<file path="src/include/sfu_macros.svh">
`ifndef SFU_MACROS_SVH
`define SFU_MACROS_SVH

// Core geometry
`define SFU_NUM_WARPS    4
`define SFU_NUM_LANES    4
`define SFU_XLEN         32

// Warp id and destination register index widths
`define SFU_NW_W         2
`define SFU_NR_W         5

// Barrier ids per core
`define SFU_NUM_BARRIERS 2

// CSR address space
`define SFU_CSR_ADDR_W   12
`define SFU_CSR_SCRATCH0 12'h340
`define SFU_CSR_SCRATCH1 12'h341

// Read-only identification CSRs
`define SFU_CSR_WARP_ID  12'hCC1
`define SFU_CSR_CORE_ID  12'hCC2

`endif

</file>
<file path="src/hw/sfu_pkg.sv">
package sfu_pkg;

    // Issue opcodes, CSR group first
    typedef enum logic [2:0] {
        OP_CSRRW  = 3'd0,
        OP_CSRRS  = 3'd1,
        OP_CSRRC  = 3'd2,
        OP_TMC    = 3'd3,
        OP_WSPAWN = 3'd4,
        OP_BAR    = 3'd5
    } sfu_op_e;

    // Tag on the warp control port
    typedef enum logic [1:0] {
        WCTL_TMC   = 2'd0,
        WCTL_SPAWN = 2'd1,
        WCTL_BAR   = 2'd2
    } wctl_kind_e;

endpackage

</file>
<file path="src/hw/sfu_csr_unit.sv">
`timescale 1ns/1ps
`include "sfu_macros.svh"

module sfu_csr_unit #(
    parameter int core_id = 0
) (
    input  logic                         clk,
    input  logic                         rst_n,

    input  logic                         req_valid,
    input  sfu_pkg::sfu_op_e             req_op,
    input  logic [`SFU_NW_W-1:0]         req_wid,
    input  logic [`SFU_NUM_LANES-1:0]    req_tmask,
    input  logic [`SFU_NR_W-1:0]         req_rd,
    input  logic [`SFU_XLEN-1:0]         req_rs1_data,
    input  logic [`SFU_CSR_ADDR_W-1:0]   req_imm,
    output logic                         req_ready,

    output logic                         rsp_valid,
    output logic [`SFU_NW_W-1:0]         rsp_wid,
    output logic [`SFU_NUM_LANES-1:0]    rsp_tmask,
    output logic [`SFU_NR_W-1:0]         rsp_rd,
    output logic                         rsp_wb,
    output logic [`SFU_XLEN-1:0]         rsp_data,
    input  logic                         rsp_ready
);

    logic [`SFU_XLEN-1:0] scratch0 [`SFU_NUM_WARPS];
    logic [`SFU_XLEN-1:0] scratch1 [`SFU_NUM_WARPS];

    logic                 req_fire;
    logic [`SFU_XLEN-1:0] csr_old;
    logic [`SFU_XLEN-1:0] csr_new;
    logic                 wr_scratch0;
    logic                 wr_scratch1;

    // Slot accepts when empty or draining this cycle
    assign req_ready = !rsp_valid || rsp_ready;
    assign req_fire  = req_valid && req_ready;

    // Old value of the addressed CSR
    always_comb begin
        case (req_imm)
            `SFU_CSR_SCRATCH0: csr_old = scratch0[req_wid];
            `SFU_CSR_SCRATCH1: csr_old = scratch1[req_wid];
            `SFU_CSR_WARP_ID:  csr_old = {{(`SFU_XLEN-`SFU_NW_W){1'b0}}, req_wid};
            `SFU_CSR_CORE_ID:  csr_old = core_id;
            default:           csr_old = '0;
        endcase
    end

    // Write rule per opcode
    always_comb begin
        case (req_op)
            sfu_pkg::OP_CSRRS: csr_new = csr_old | req_rs1_data;
            sfu_pkg::OP_CSRRC: csr_new = csr_old & ~req_rs1_data;
            default:           csr_new = req_rs1_data;
        endcase
    end

    // Only the scratch pair is writable
    assign wr_scratch0 = req_fire && (req_imm == `SFU_CSR_SCRATCH0);
    assign wr_scratch1 = req_fire && (req_imm == `SFU_CSR_SCRATCH1);

    always_ff @(posedge clk) begin
        if (!rst_n) begin
            for (int w = 0; w < `SFU_NUM_WARPS; w++) begin
                scratch0[w] <= '0;
                scratch1[w] <= '0;
            end
        end else begin
            if (wr_scratch0) begin
                scratch0[req_wid] <= csr_new;
            end
            if (wr_scratch1) begin
                scratch1[req_wid] <= csr_new;
            end
        end
    end

    always_ff @(posedge clk) begin
        if (!rst_n) begin
            rsp_valid <= 1'b0;
        end else if (req_ready) begin
            rsp_valid <= req_valid;
        end
    end

    // Response payload, held until the arbiter takes it
    always_ff @(posedge clk) begin
        if (req_fire) begin
            rsp_wid   <= req_wid;
            rsp_tmask <= req_tmask;
            rsp_rd    <= req_rd;
            rsp_data  <= csr_old;
        end
    end

    // CSR reads always write back
    assign rsp_wb = 1'b1;

endmodule

</file>
<file path="src/hw/sfu_rsp_arb.sv">
`timescale 1ns/1ps
`include "sfu_macros.svh"

module sfu_rsp_arb (
    input  logic                         clk,
    input  logic                         rst_n,

    input  logic                         csr_rsp_valid,
    input  logic [`SFU_NW_W-1:0]         csr_rsp_wid,
    input  logic [`SFU_NUM_LANES-1:0]    csr_rsp_tmask,
    input  logic [`SFU_NR_W-1:0]         csr_rsp_rd,
    input  logic                         csr_rsp_wb,
    input  logic [`SFU_XLEN-1:0]         csr_rsp_data,
    output logic                         csr_rsp_ready,

    input  logic                         wctl_rsp_valid,
    input  logic [`SFU_NW_W-1:0]         wctl_rsp_wid,
    input  logic [`SFU_NUM_LANES-1:0]    wctl_rsp_tmask,
    input  logic [`SFU_NR_W-1:0]         wctl_rsp_rd,
    input  logic                         wctl_rsp_wb,
    input  logic [`SFU_XLEN-1:0]         wctl_rsp_data,
    output logic                         wctl_rsp_ready,

    output logic                         rsp_valid,
    output logic [`SFU_NW_W-1:0]         rsp_wid,
    output logic [`SFU_NUM_LANES-1:0]    rsp_tmask,
    output logic [`SFU_NR_W-1:0]         rsp_rd,
    output logic                         rsp_wb,
    output logic [`SFU_XLEN-1:0]         rsp_data,
    input  logic                         rsp_ready
);

    logic last_wctl;
    logic load;
    logic sel_wctl;
    logic any_valid;

    assign load      = !rsp_valid || rsp_ready;
    assign any_valid = csr_rsp_valid || wctl_rsp_valid;

    // Round robin, CSR side wins a tie right after reset
    assign sel_wctl = wctl_rsp_valid && (!csr_rsp_valid || !last_wctl);

    assign csr_rsp_ready  = load && !sel_wctl;
    assign wctl_rsp_ready = load && sel_wctl;

    always_ff @(posedge clk) begin
        if (!rst_n) begin
            last_wctl <= 1'b1;
            rsp_valid <= 1'b0;
        end else if (load) begin
            rsp_valid <= any_valid;
            if (any_valid) begin
                last_wctl <= sel_wctl;
            end
        end
    end

    always_ff @(posedge clk) begin
        if (load && any_valid) begin
            rsp_wid   <= sel_wctl ? wctl_rsp_wid   : csr_rsp_wid;
            rsp_tmask <= sel_wctl ? wctl_rsp_tmask : csr_rsp_tmask;
            rsp_rd    <= sel_wctl ? wctl_rsp_rd    : csr_rsp_rd;
            rsp_wb    <= sel_wctl ? wctl_rsp_wb    : csr_rsp_wb;
            rsp_data  <= sel_wctl ? wctl_rsp_data  : csr_rsp_data;
        end
    end

endmodule

</file>
<file path="src/hw/sfu_unit.sv">
`timescale 1ns/1ps
`include "sfu_macros.svh"

module sfu_unit #(
    parameter int core_id = 0
) (
    input  logic                         clk,
    input  logic                         rst_n,

    input  logic                         req_valid,
    input  sfu_pkg::sfu_op_e             req_op,
    input  logic [`SFU_NW_W-1:0]         req_wid,
    input  logic [`SFU_NUM_LANES-1:0]    req_tmask,
    input  logic [`SFU_NR_W-1:0]         req_rd,
    input  logic [`SFU_XLEN-1:0]         req_rs1_data,
    input  logic [`SFU_CSR_ADDR_W-1:0]   req_imm,
    output logic                         req_ready,

    output logic                         rsp_valid,
    output logic [`SFU_NW_W-1:0]         rsp_wid,
    output logic [`SFU_NUM_LANES-1:0]    rsp_tmask,
    output logic [`SFU_NR_W-1:0]         rsp_rd,
    output logic                         rsp_wb,
    output logic [`SFU_XLEN-1:0]         rsp_data,
    input  logic                         rsp_ready,

    output logic                         warp_ctl_valid,
    output sfu_pkg::wctl_kind_e          warp_ctl_kind,
    output logic [`SFU_NW_W-1:0]         warp_ctl_wid,
    output logic [`SFU_NUM_LANES-1:0]    warp_ctl_tmask,
    output logic [`SFU_NUM_WARPS-1:0]    warp_ctl_spawn_mask,
    output logic [`SFU_NUM_WARPS-1:0]    warp_ctl_release_mask
);

    logic is_csr;
    logic csr_req_valid, csr_req_ready;
    logic wctl_req_valid, wctl_req_ready;

    logic                      csr_rsp_valid, csr_rsp_ready, csr_rsp_wb;
    logic [`SFU_NW_W-1:0]      csr_rsp_wid;
    logic [`SFU_NUM_LANES-1:0] csr_rsp_tmask;
    logic [`SFU_NR_W-1:0]      csr_rsp_rd;
    logic [`SFU_XLEN-1:0]      csr_rsp_data;

    logic                      wctl_rsp_valid, wctl_rsp_ready, wctl_rsp_wb;
    logic [`SFU_NW_W-1:0]      wctl_rsp_wid;
    logic [`SFU_NUM_LANES-1:0] wctl_rsp_tmask;
    logic [`SFU_NR_W-1:0]      wctl_rsp_rd;
    logic [`SFU_XLEN-1:0]      wctl_rsp_data;

    // Opcode class decides the target unit
    assign is_csr = (req_op == sfu_pkg::OP_CSRRW) || (req_op == sfu_pkg::OP_CSRRS) ||
                    (req_op == sfu_pkg::OP_CSRRC);

    assign csr_req_valid  = req_valid && is_csr;
    assign wctl_req_valid = req_valid && !is_csr;
    assign req_ready      = is_csr ? csr_req_ready : wctl_req_ready;

    sfu_csr_unit #(.core_id(core_id)) u_csr_unit (
        .clk(clk), .rst_n(rst_n),
        .req_valid(csr_req_valid), .req_op(req_op), .req_wid(req_wid),
        .req_tmask(req_tmask), .req_rd(req_rd), .req_rs1_data(req_rs1_data),
        .req_imm(req_imm), .req_ready(csr_req_ready),
        .rsp_valid(csr_rsp_valid), .rsp_wid(csr_rsp_wid), .rsp_tmask(csr_rsp_tmask),
        .rsp_rd(csr_rsp_rd), .rsp_wb(csr_rsp_wb), .rsp_data(csr_rsp_data),
        .rsp_ready(csr_rsp_ready)
    );

    sfu_wctl_unit u_wctl_unit (
        .clk(clk), .rst_n(rst_n),
        .req_valid(wctl_req_valid), .req_op(req_op), .req_wid(req_wid),
        .req_tmask(req_tmask), .req_rd(req_rd), .req_rs1_data(req_rs1_data),
        .req_imm(req_imm), .req_ready(wctl_req_ready),
        .rsp_valid(wctl_rsp_valid), .rsp_wid(wctl_rsp_wid), .rsp_tmask(wctl_rsp_tmask),
        .rsp_rd(wctl_rsp_rd), .rsp_wb(wctl_rsp_wb), .rsp_data(wctl_rsp_data),
        .rsp_ready(wctl_rsp_ready),
        .warp_ctl_valid(warp_ctl_valid), .warp_ctl_kind(warp_ctl_kind),
        .warp_ctl_wid(warp_ctl_wid), .warp_ctl_tmask(warp_ctl_tmask),
        .warp_ctl_spawn_mask(warp_ctl_spawn_mask),
        .warp_ctl_release_mask(warp_ctl_release_mask)
    );

    // Commit merge with the output register
    sfu_rsp_arb u_rsp_arb (
        .clk(clk), .rst_n(rst_n),
        .csr_rsp_valid(csr_rsp_valid), .csr_rsp_wid(csr_rsp_wid),
        .csr_rsp_tmask(csr_rsp_tmask), .csr_rsp_rd(csr_rsp_rd), .csr_rsp_wb(csr_rsp_wb),
        .csr_rsp_data(csr_rsp_data), .csr_rsp_ready(csr_rsp_ready),
        .wctl_rsp_valid(wctl_rsp_valid), .wctl_rsp_wid(wctl_rsp_wid),
        .wctl_rsp_tmask(wctl_rsp_tmask), .wctl_rsp_rd(wctl_rsp_rd),
        .wctl_rsp_wb(wctl_rsp_wb), .wctl_rsp_data(wctl_rsp_data),
        .wctl_rsp_ready(wctl_rsp_ready),
        .rsp_valid(rsp_valid), .rsp_wid(rsp_wid), .rsp_tmask(rsp_tmask),
        .rsp_rd(rsp_rd), .rsp_wb(rsp_wb), .rsp_data(rsp_data), .rsp_ready(rsp_ready)
    );

endmodule

</file>
<file path="src/hw/sfu_wctl_unit.sv">
`timescale 1ns/1ps
`include "sfu_macros.svh"

module sfu_wctl_unit (
    input  logic                         clk,
    input  logic                         rst_n,

    input  logic                         req_valid,
    input  sfu_pkg::sfu_op_e             req_op,
    input  logic [`SFU_NW_W-1:0]         req_wid,
    input  logic [`SFU_NUM_LANES-1:0]    req_tmask,
    input  logic [`SFU_NR_W-1:0]         req_rd,
    input  logic [`SFU_XLEN-1:0]         req_rs1_data,
    input  logic [`SFU_CSR_ADDR_W-1:0]   req_imm,
    output logic                         req_ready,

    output logic                         rsp_valid,
    output logic [`SFU_NW_W-1:0]         rsp_wid,
    output logic [`SFU_NUM_LANES-1:0]    rsp_tmask,
    output logic [`SFU_NR_W-1:0]         rsp_rd,
    output logic                         rsp_wb,
    output logic [`SFU_XLEN-1:0]         rsp_data,
    input  logic                         rsp_ready,

    output logic                         warp_ctl_valid,
    output sfu_pkg::wctl_kind_e          warp_ctl_kind,
    output logic [`SFU_NW_W-1:0]         warp_ctl_wid,
    output logic [`SFU_NUM_LANES-1:0]    warp_ctl_tmask,
    output logic [`SFU_NUM_WARPS-1:0]    warp_ctl_spawn_mask,
    output logic [`SFU_NUM_WARPS-1:0]    warp_ctl_release_mask
);

    localparam int BAR_W = $clog2(`SFU_NUM_BARRIERS);

    logic [`SFU_NW_W:0]        bar_cnt  [`SFU_NUM_BARRIERS];
    logic [`SFU_NUM_WARPS-1:0] bar_mask [`SFU_NUM_BARRIERS];

    logic                      req_fire;
    logic                      is_bar;
    logic [BAR_W-1:0]          bar_id;
    logic [`SFU_NW_W:0]        bar_next_cnt;
    logic [`SFU_NUM_WARPS-1:0] wid_onehot;
    logic [`SFU_NUM_WARPS-1:0] bar_next_mask;
    logic                      bar_done;

    assign req_ready = !rsp_valid || rsp_ready;
    assign req_fire  = req_valid && req_ready;

    // Barrier arrival bookkeeping
    assign is_bar        = (req_op == sfu_pkg::OP_BAR);
    assign bar_id        = req_imm[BAR_W-1:0];
    assign bar_next_cnt  = bar_cnt[bar_id] + 1'b1;
    assign wid_onehot    = {{(`SFU_NUM_WARPS-1){1'b0}}, 1'b1} << req_wid;
    assign bar_next_mask = bar_mask[bar_id] | wid_onehot;
    assign bar_done      = is_bar &&
        ({{(`SFU_XLEN-`SFU_NW_W-1){1'b0}}, bar_next_cnt} == req_rs1_data);

    always_ff @(posedge clk) begin
        if (!rst_n) begin
            for (int b = 0; b < `SFU_NUM_BARRIERS; b++) begin
                bar_cnt[b]  <= '0;
                bar_mask[b] <= '0;
            end
        end else if (req_fire && is_bar) begin
            // Last arrival releases and re-arms the barrier
            bar_cnt[bar_id]  <= bar_done ? '0 : bar_next_cnt;
            bar_mask[bar_id] <= bar_done ? '0 : bar_next_mask;
        end
    end

    always_ff @(posedge clk) begin
        if (!rst_n) begin
            rsp_valid      <= 1'b0;
            warp_ctl_valid <= 1'b0;
        end else begin
            if (req_ready) begin
                rsp_valid <= req_valid;
            end
            warp_ctl_valid <= req_fire && (!is_bar || bar_done);
        end
    end

    always_ff @(posedge clk) begin
        if (req_fire) begin
            rsp_wid   <= req_wid;
            rsp_tmask <= req_tmask;
            rsp_rd    <= req_rd;

            warp_ctl_wid          <= req_wid;
            warp_ctl_tmask        <= (req_op == sfu_pkg::OP_TMC) ?
                                     req_rs1_data[`SFU_NUM_LANES-1:0] : req_tmask;
            warp_ctl_spawn_mask   <= (req_op == sfu_pkg::OP_WSPAWN) ?
                                     req_rs1_data[`SFU_NUM_WARPS-1:0] : '0;
            warp_ctl_release_mask <= bar_done ? bar_next_mask : '0;
            case (req_op)
                sfu_pkg::OP_WSPAWN: warp_ctl_kind <= sfu_pkg::WCTL_SPAWN;
                sfu_pkg::OP_BAR:    warp_ctl_kind <= sfu_pkg::WCTL_BAR;
                default:            warp_ctl_kind <= sfu_pkg::WCTL_TMC;
            endcase
        end
    end

    // No register result for warp control
    assign rsp_wb   = 1'b0;
    assign rsp_data = '0;

endmodule

</file>
<file path="config.mk">
export PLATFORM = sky130hd
export DESIGN_NAME = sfu_unit
export DESIGN_NICKNAME = d
export VERILOG_FILES = /design/src/hw/sfu_pkg.sv /design/src/hw/sfu_csr_unit.sv /design/src/hw/sfu_rsp_arb.sv /design/src/hw/sfu_unit.sv /design/src/hw/sfu_wctl_unit.sv
export VERILOG_INCLUDE_DIRS = /design/src /design/src/include
export SDC_FILE = /design/constraint.sdc
export NUM_CORES = 1
export LEC_CHECK = 0
export BUFFER_PORTS_ARGS = -buffer_cell sky130_fd_sc_hd__buf_4
export CAP_MARGIN = 25
export CORE_MARGIN = 1.5
export CORE_UTILIZATION = 50
export DETAILED_ROUTE_END_ITERATION = 6
export PLACE_DENSITY = 0.66
export SETUP_SLACK_MARGIN = 0.05
export SYNTH_ARGS = -nofsm -noshare
export SYNTH_HDL_FRONTEND = slang
export SYNTH_SLANG_ARGS = --single-unit
</file>
<file path="constraint.sdc">
create_clock -name clk -period 7.4 [get_ports clk]
set_input_delay 0.37 -clock clk [delete_from_list [all_inputs] [get_ports clk]]
set_output_delay 0.37 -clock clk [all_outputs]
set_load 0.1 [all_outputs]
</file>
==> metrics.md <==
| Metric | Value |
|---|---|
| Setup TNS Final | 0 ns |
| Type of destination of the critical path | flop |
| Nets | between 1000 and 1500 |
| FILL cells | 2468 |
| Register area share after synthesis | 71.1% |
| Share of cells above drive strength 1 | 23.5% |
| Clock Latency Late Sink | around 0.53 ns |
| Status | finished, final reports clean |
| Largest net degree at the start of global routing | 60 |
| Final wirelength | 36800 um |
| CTS Sinks | 387 |
| Initial antenna violation count | 2 |
| Mux cell area share after synthesis | 10.3% |
| HP Class | in2reg |
| Worst vdd rail ir drop | 0.000193 V |
| Achievable Freq | 0.293 GHz |
| Routed Antenna Nets | 0 |
| Sw power | 1140 uW |
| Last weighted congestion value of the routability-driven placer | 0.828 |
| Ant diodes | 0 |
| Hold Buf Count CTS | 0 |
| Clock power frac | 40.2% |
| Cts repair resizes | 0 |
| Lkg Pwr | ~0.0067 uW |
| Worst Path Buf+Inv | 4 |
| Slew of the pin with the lowest slew margin | 1.02 ns |
| CTS Buffer Depth | 3 |
| Share of power burned in registers | 50.8% |
| Core area | 0.0318 mm^2 |
| Final Hold Fails | 0 |
| TritonCTS clock tree | done |
| Vias | 9734 |
| Synth Area in Simple Gates | 13.0% |
| TritonCTS buffer count | 41 |
| # setup viols final | 0 |
| Fin crit period | 3.41 ns |
| Max-slew violations | 0 |
| Final worst slack | 3.99 ns |
| Post-route cell area | roughly 0.019 mm^2 |
| Crit Path Max Fanout | 45 |
| HPWL Detailed | 23000 um |
| Full die area | 0.0336 mm^2 |
| Initial core utilization | 51.2% |
| Area grow syn2layout | 17.0% |
| CTS Root Cell | clkbuf_16 |
| Ys flop type | edfxtp_1 |
| Synth cell types | 51 |
| Vias in the first global route | 9900 |
| H-tree depth | 2 |
| Die X | 183 um |
| Slew headroom | about a third |
| Max_cap viols | 0 |
| Number of synthesized flops with an enable pin | approximately 380 |
| CP Data Arrival Time | 3.61 ns |
| Combinational fraction of design power | roughly 9% |
| Dpl ws | around 2.8 ns |
| Finished Layout Cells | 1686 |
| IO Count | 125 |
| GRT Util Overall | 22.4% |
| Syn nets | 1160 |
| Crit-path most repeated cell | buf_4 |
| Total gr overflow | 0 |
| Kind of critical path | in2reg |
| Syn_area_per_cell | 14.8 um^2 |
| Die Y | 183 um |
| I/O Buffers | 124 |
| Final period util | 46.1% |
| Yosys warns | 0 |
| XOR/XNOR Fraction of Synth Area | 0.415% |
| Max Clock Skew | 0.00907 ns |
| Post-synthesis cell count | roughly 1100 |
| Sw frac | ~23% |
| Avg Vias per Cell | 5.77 |
| First-pass GRT wire length | 56400 um |
| Placed Cells | between 1500 and 2000 |
| Remaining DRCs | 0 |
| Internal Power | roughly 3800 uW |
| Wirelength per Cell | about 22 um |
| Largest family of logic cells by synthesized area | simple AND/OR/NAND/NOR gates |
| Drt pass-1 iters | 5 |
| CP Cell Sequence | buf_4, buf_4, nor2b_1, nand3_1, buf_4, nand2_1, buf_4 |
| Compound-cell area share of the yosys netlist | approximately 3.3% |
| Synth Cell Area | 0.0163 mm^2 |
| Pwr Density | 260 mW/mm^2 |
| Async SR Flop Fraction | 0% |
| Post-Synth Adder-Cell Area | less than 1% |
| RSZ-0062 raised after global routing | false |
| Critical Path RT | ~7.6 ns |
| Postcts setup bufs | 0 |
| Tot Pwr | approximately 5000 uW |
| CTS clk-pin slew, worst paths | roughly 0.06 ns |
| Post-place instance area | between 0.015 and 0.02 mm^2 |
| Delay of the slowest critical-path stage | 0.81 ns |
| # rows | 65 |
| CP delay by family, top | buffers and inverters |
| Startpoint types | input port |
| Iteration-0 DRC Markers | 864 |
| Slowest cell on crit path | buf_4 |
| Synth Register Bits | 387 |
-- stage by stage --
stage	utilization, %	hold WS [ns]
finish	59.9	0.0271
global route	59.9	0.00792
CTS	59.8	0.00933
detailed placement	55.7	0.503
global placement	55.7	0.503
floorplan	-	0.469
-- logic make-up (layout without fill, tap and decap cells) --
group,after synthesis,after routing
compound gates,83,83
simple gates,462,462
mux,85,85
buf+inv,73,227
fa+ha+maj,1,1
flops,387,387
xor+xnor,6,6
-- metal layers --
metal	wire length (um)	share of wire [%]	up-vias	track usage, %
met5	13	0.035	-	0
li1	-	-	4377	-
met2	17300	47	422	35.5
met3	3390	9.2	68	5.51
met1	15200	41	4865	30.9
met4	871	2.4	2	7.08
-- path summary, 6_finish.rpt --
kind                                        startpoint                    endpoint  slack, ns  cells past startpoint
worst min register to register  u_csr_unit.rsp_data[3]       u_rsp_arb.rsp_data[3]       0.52                      1
worst max-delay path                        req_wid[0]   u_csr_unit.scratch0[1][3]       3.99                      7
worst min-delay path                         req_rd[4]       u_wctl_unit.rsp_rd[4]       0.03                      1
worst max register to register     u_rsp_arb.last_wctl  u_csr_unit.scratch0[0][19]       4.21                      6
-- state kept, by name, indices dropped and copies added (netlist names), 2 cells and up --
signal,cells
u_wctl_unit.bar_mask,8
u_wctl_unit.bar_cnt,6
u_rsp_arb.rsp_rd,5
u_wctl_unit.warp_ctl_kind,2
u_wctl_unit.rsp_rd,5
u_wctl_unit.warp_ctl_spawn_mask,4
u_csr_unit.rsp_data,32
u_csr_unit.scratch0,128
u_csr_unit.scratch1,128
u_csr_unit.rsp_rd,5
u_rsp_arb.rsp_data,32
u_wctl_unit.warp_ctl_release_mask,4
u_wctl_unit.rsp_tmask,4
u_rsp_arb.rsp_tmask,4
u_wctl_unit.warp_ctl_tmask,4
u_wctl_unit.rsp_wid,2
u_rsp_arb.rsp_wid,2
u_csr_unit.rsp_wid,2
u_csr_unit.rsp_tmask,4
-- cell usage in the layout, fill, tap and decap left out, types with 10 or more instances in the layout --
master,Yosys,routed
clkinv_1,0,13
mux2_2,17,17
nor4_1,15,15
nor2_1,281,280
nand3_1,11,10
edfxtp_1,382,382
and2_1,39,38
nor3_1,45,45
buf_4,1,147
a22oi_1,30,30
nand2_1,25,24
a21oi_1,32,32
mux4_2,64,64
nor2b_1,10,10
clkbuf_16,0,43
-- synth_stat cells (4+ instances only) --
| cell type | number | area (um^2) |
|---|---|---|
| edfxtp_1 | 382 | 11500 |
| nor2_1 | 281 | 1050 |
| mux4_2 | 64 | 1440 |
| clkbuf_1 | 54 | 203 |
| nor3_1 | 45 | 225 |
| and2_1 | 39 | 244 |
| a21oi_1 | 32 | 160 |
| a22oi_1 | 30 | 225 |
| nand2_1 | 25 | 93.8 |
| mux2_2 | 17 | 191 |
| nor4_1 | 15 | 93.8 |
| nand3_1 | 11 | 55.1 |
| nor2b_1 | 10 | 62.6 |
| buf_2 | 9 | 45.0 |
| nand2b_1 | 9 | 56.3 |
| nor3b_1 | 7 | 52.6 |
| inv_1 | 6 | 22.5 |
| dfxtp_1 | 5 | 100 |
| nand4_1 | 5 | 31.3 |
| o21ai_0 | 5 | 25.0 |
| mux2i_1 | 4 | 40.0 |
| xnor2_1 | 4 | 35.0 |
-- area by class of cell --
type	count	area [um^2]	area share, %
Clock buffer	51	1110	5.81
Sequential cell	387	11600	60.8
Timing Repair Buffer	148	1130	5.94
Inverter	6	22.5	0.118
Tap cell	435	544	2.86
Clock inverter	22	198	1.04
Multi-Input combinational cell	637	4460	23.5
-- power by group through the flow --
stage | clock network (uW) | registers (uW) | logic [uW]
6_report | 1990 | 2520 | 447
5_1_grt | 2110 | 2520 | 472
4_1_cts | 2030 | 2520 | 450
3_5_place_dp | 0 | 2560 | 449
3_3_place_gp | 0 | 2560 | 446
2_1_floorplan | 0 | 2700 | 175
Note: power is estimated with default switching activity, not from simulation.
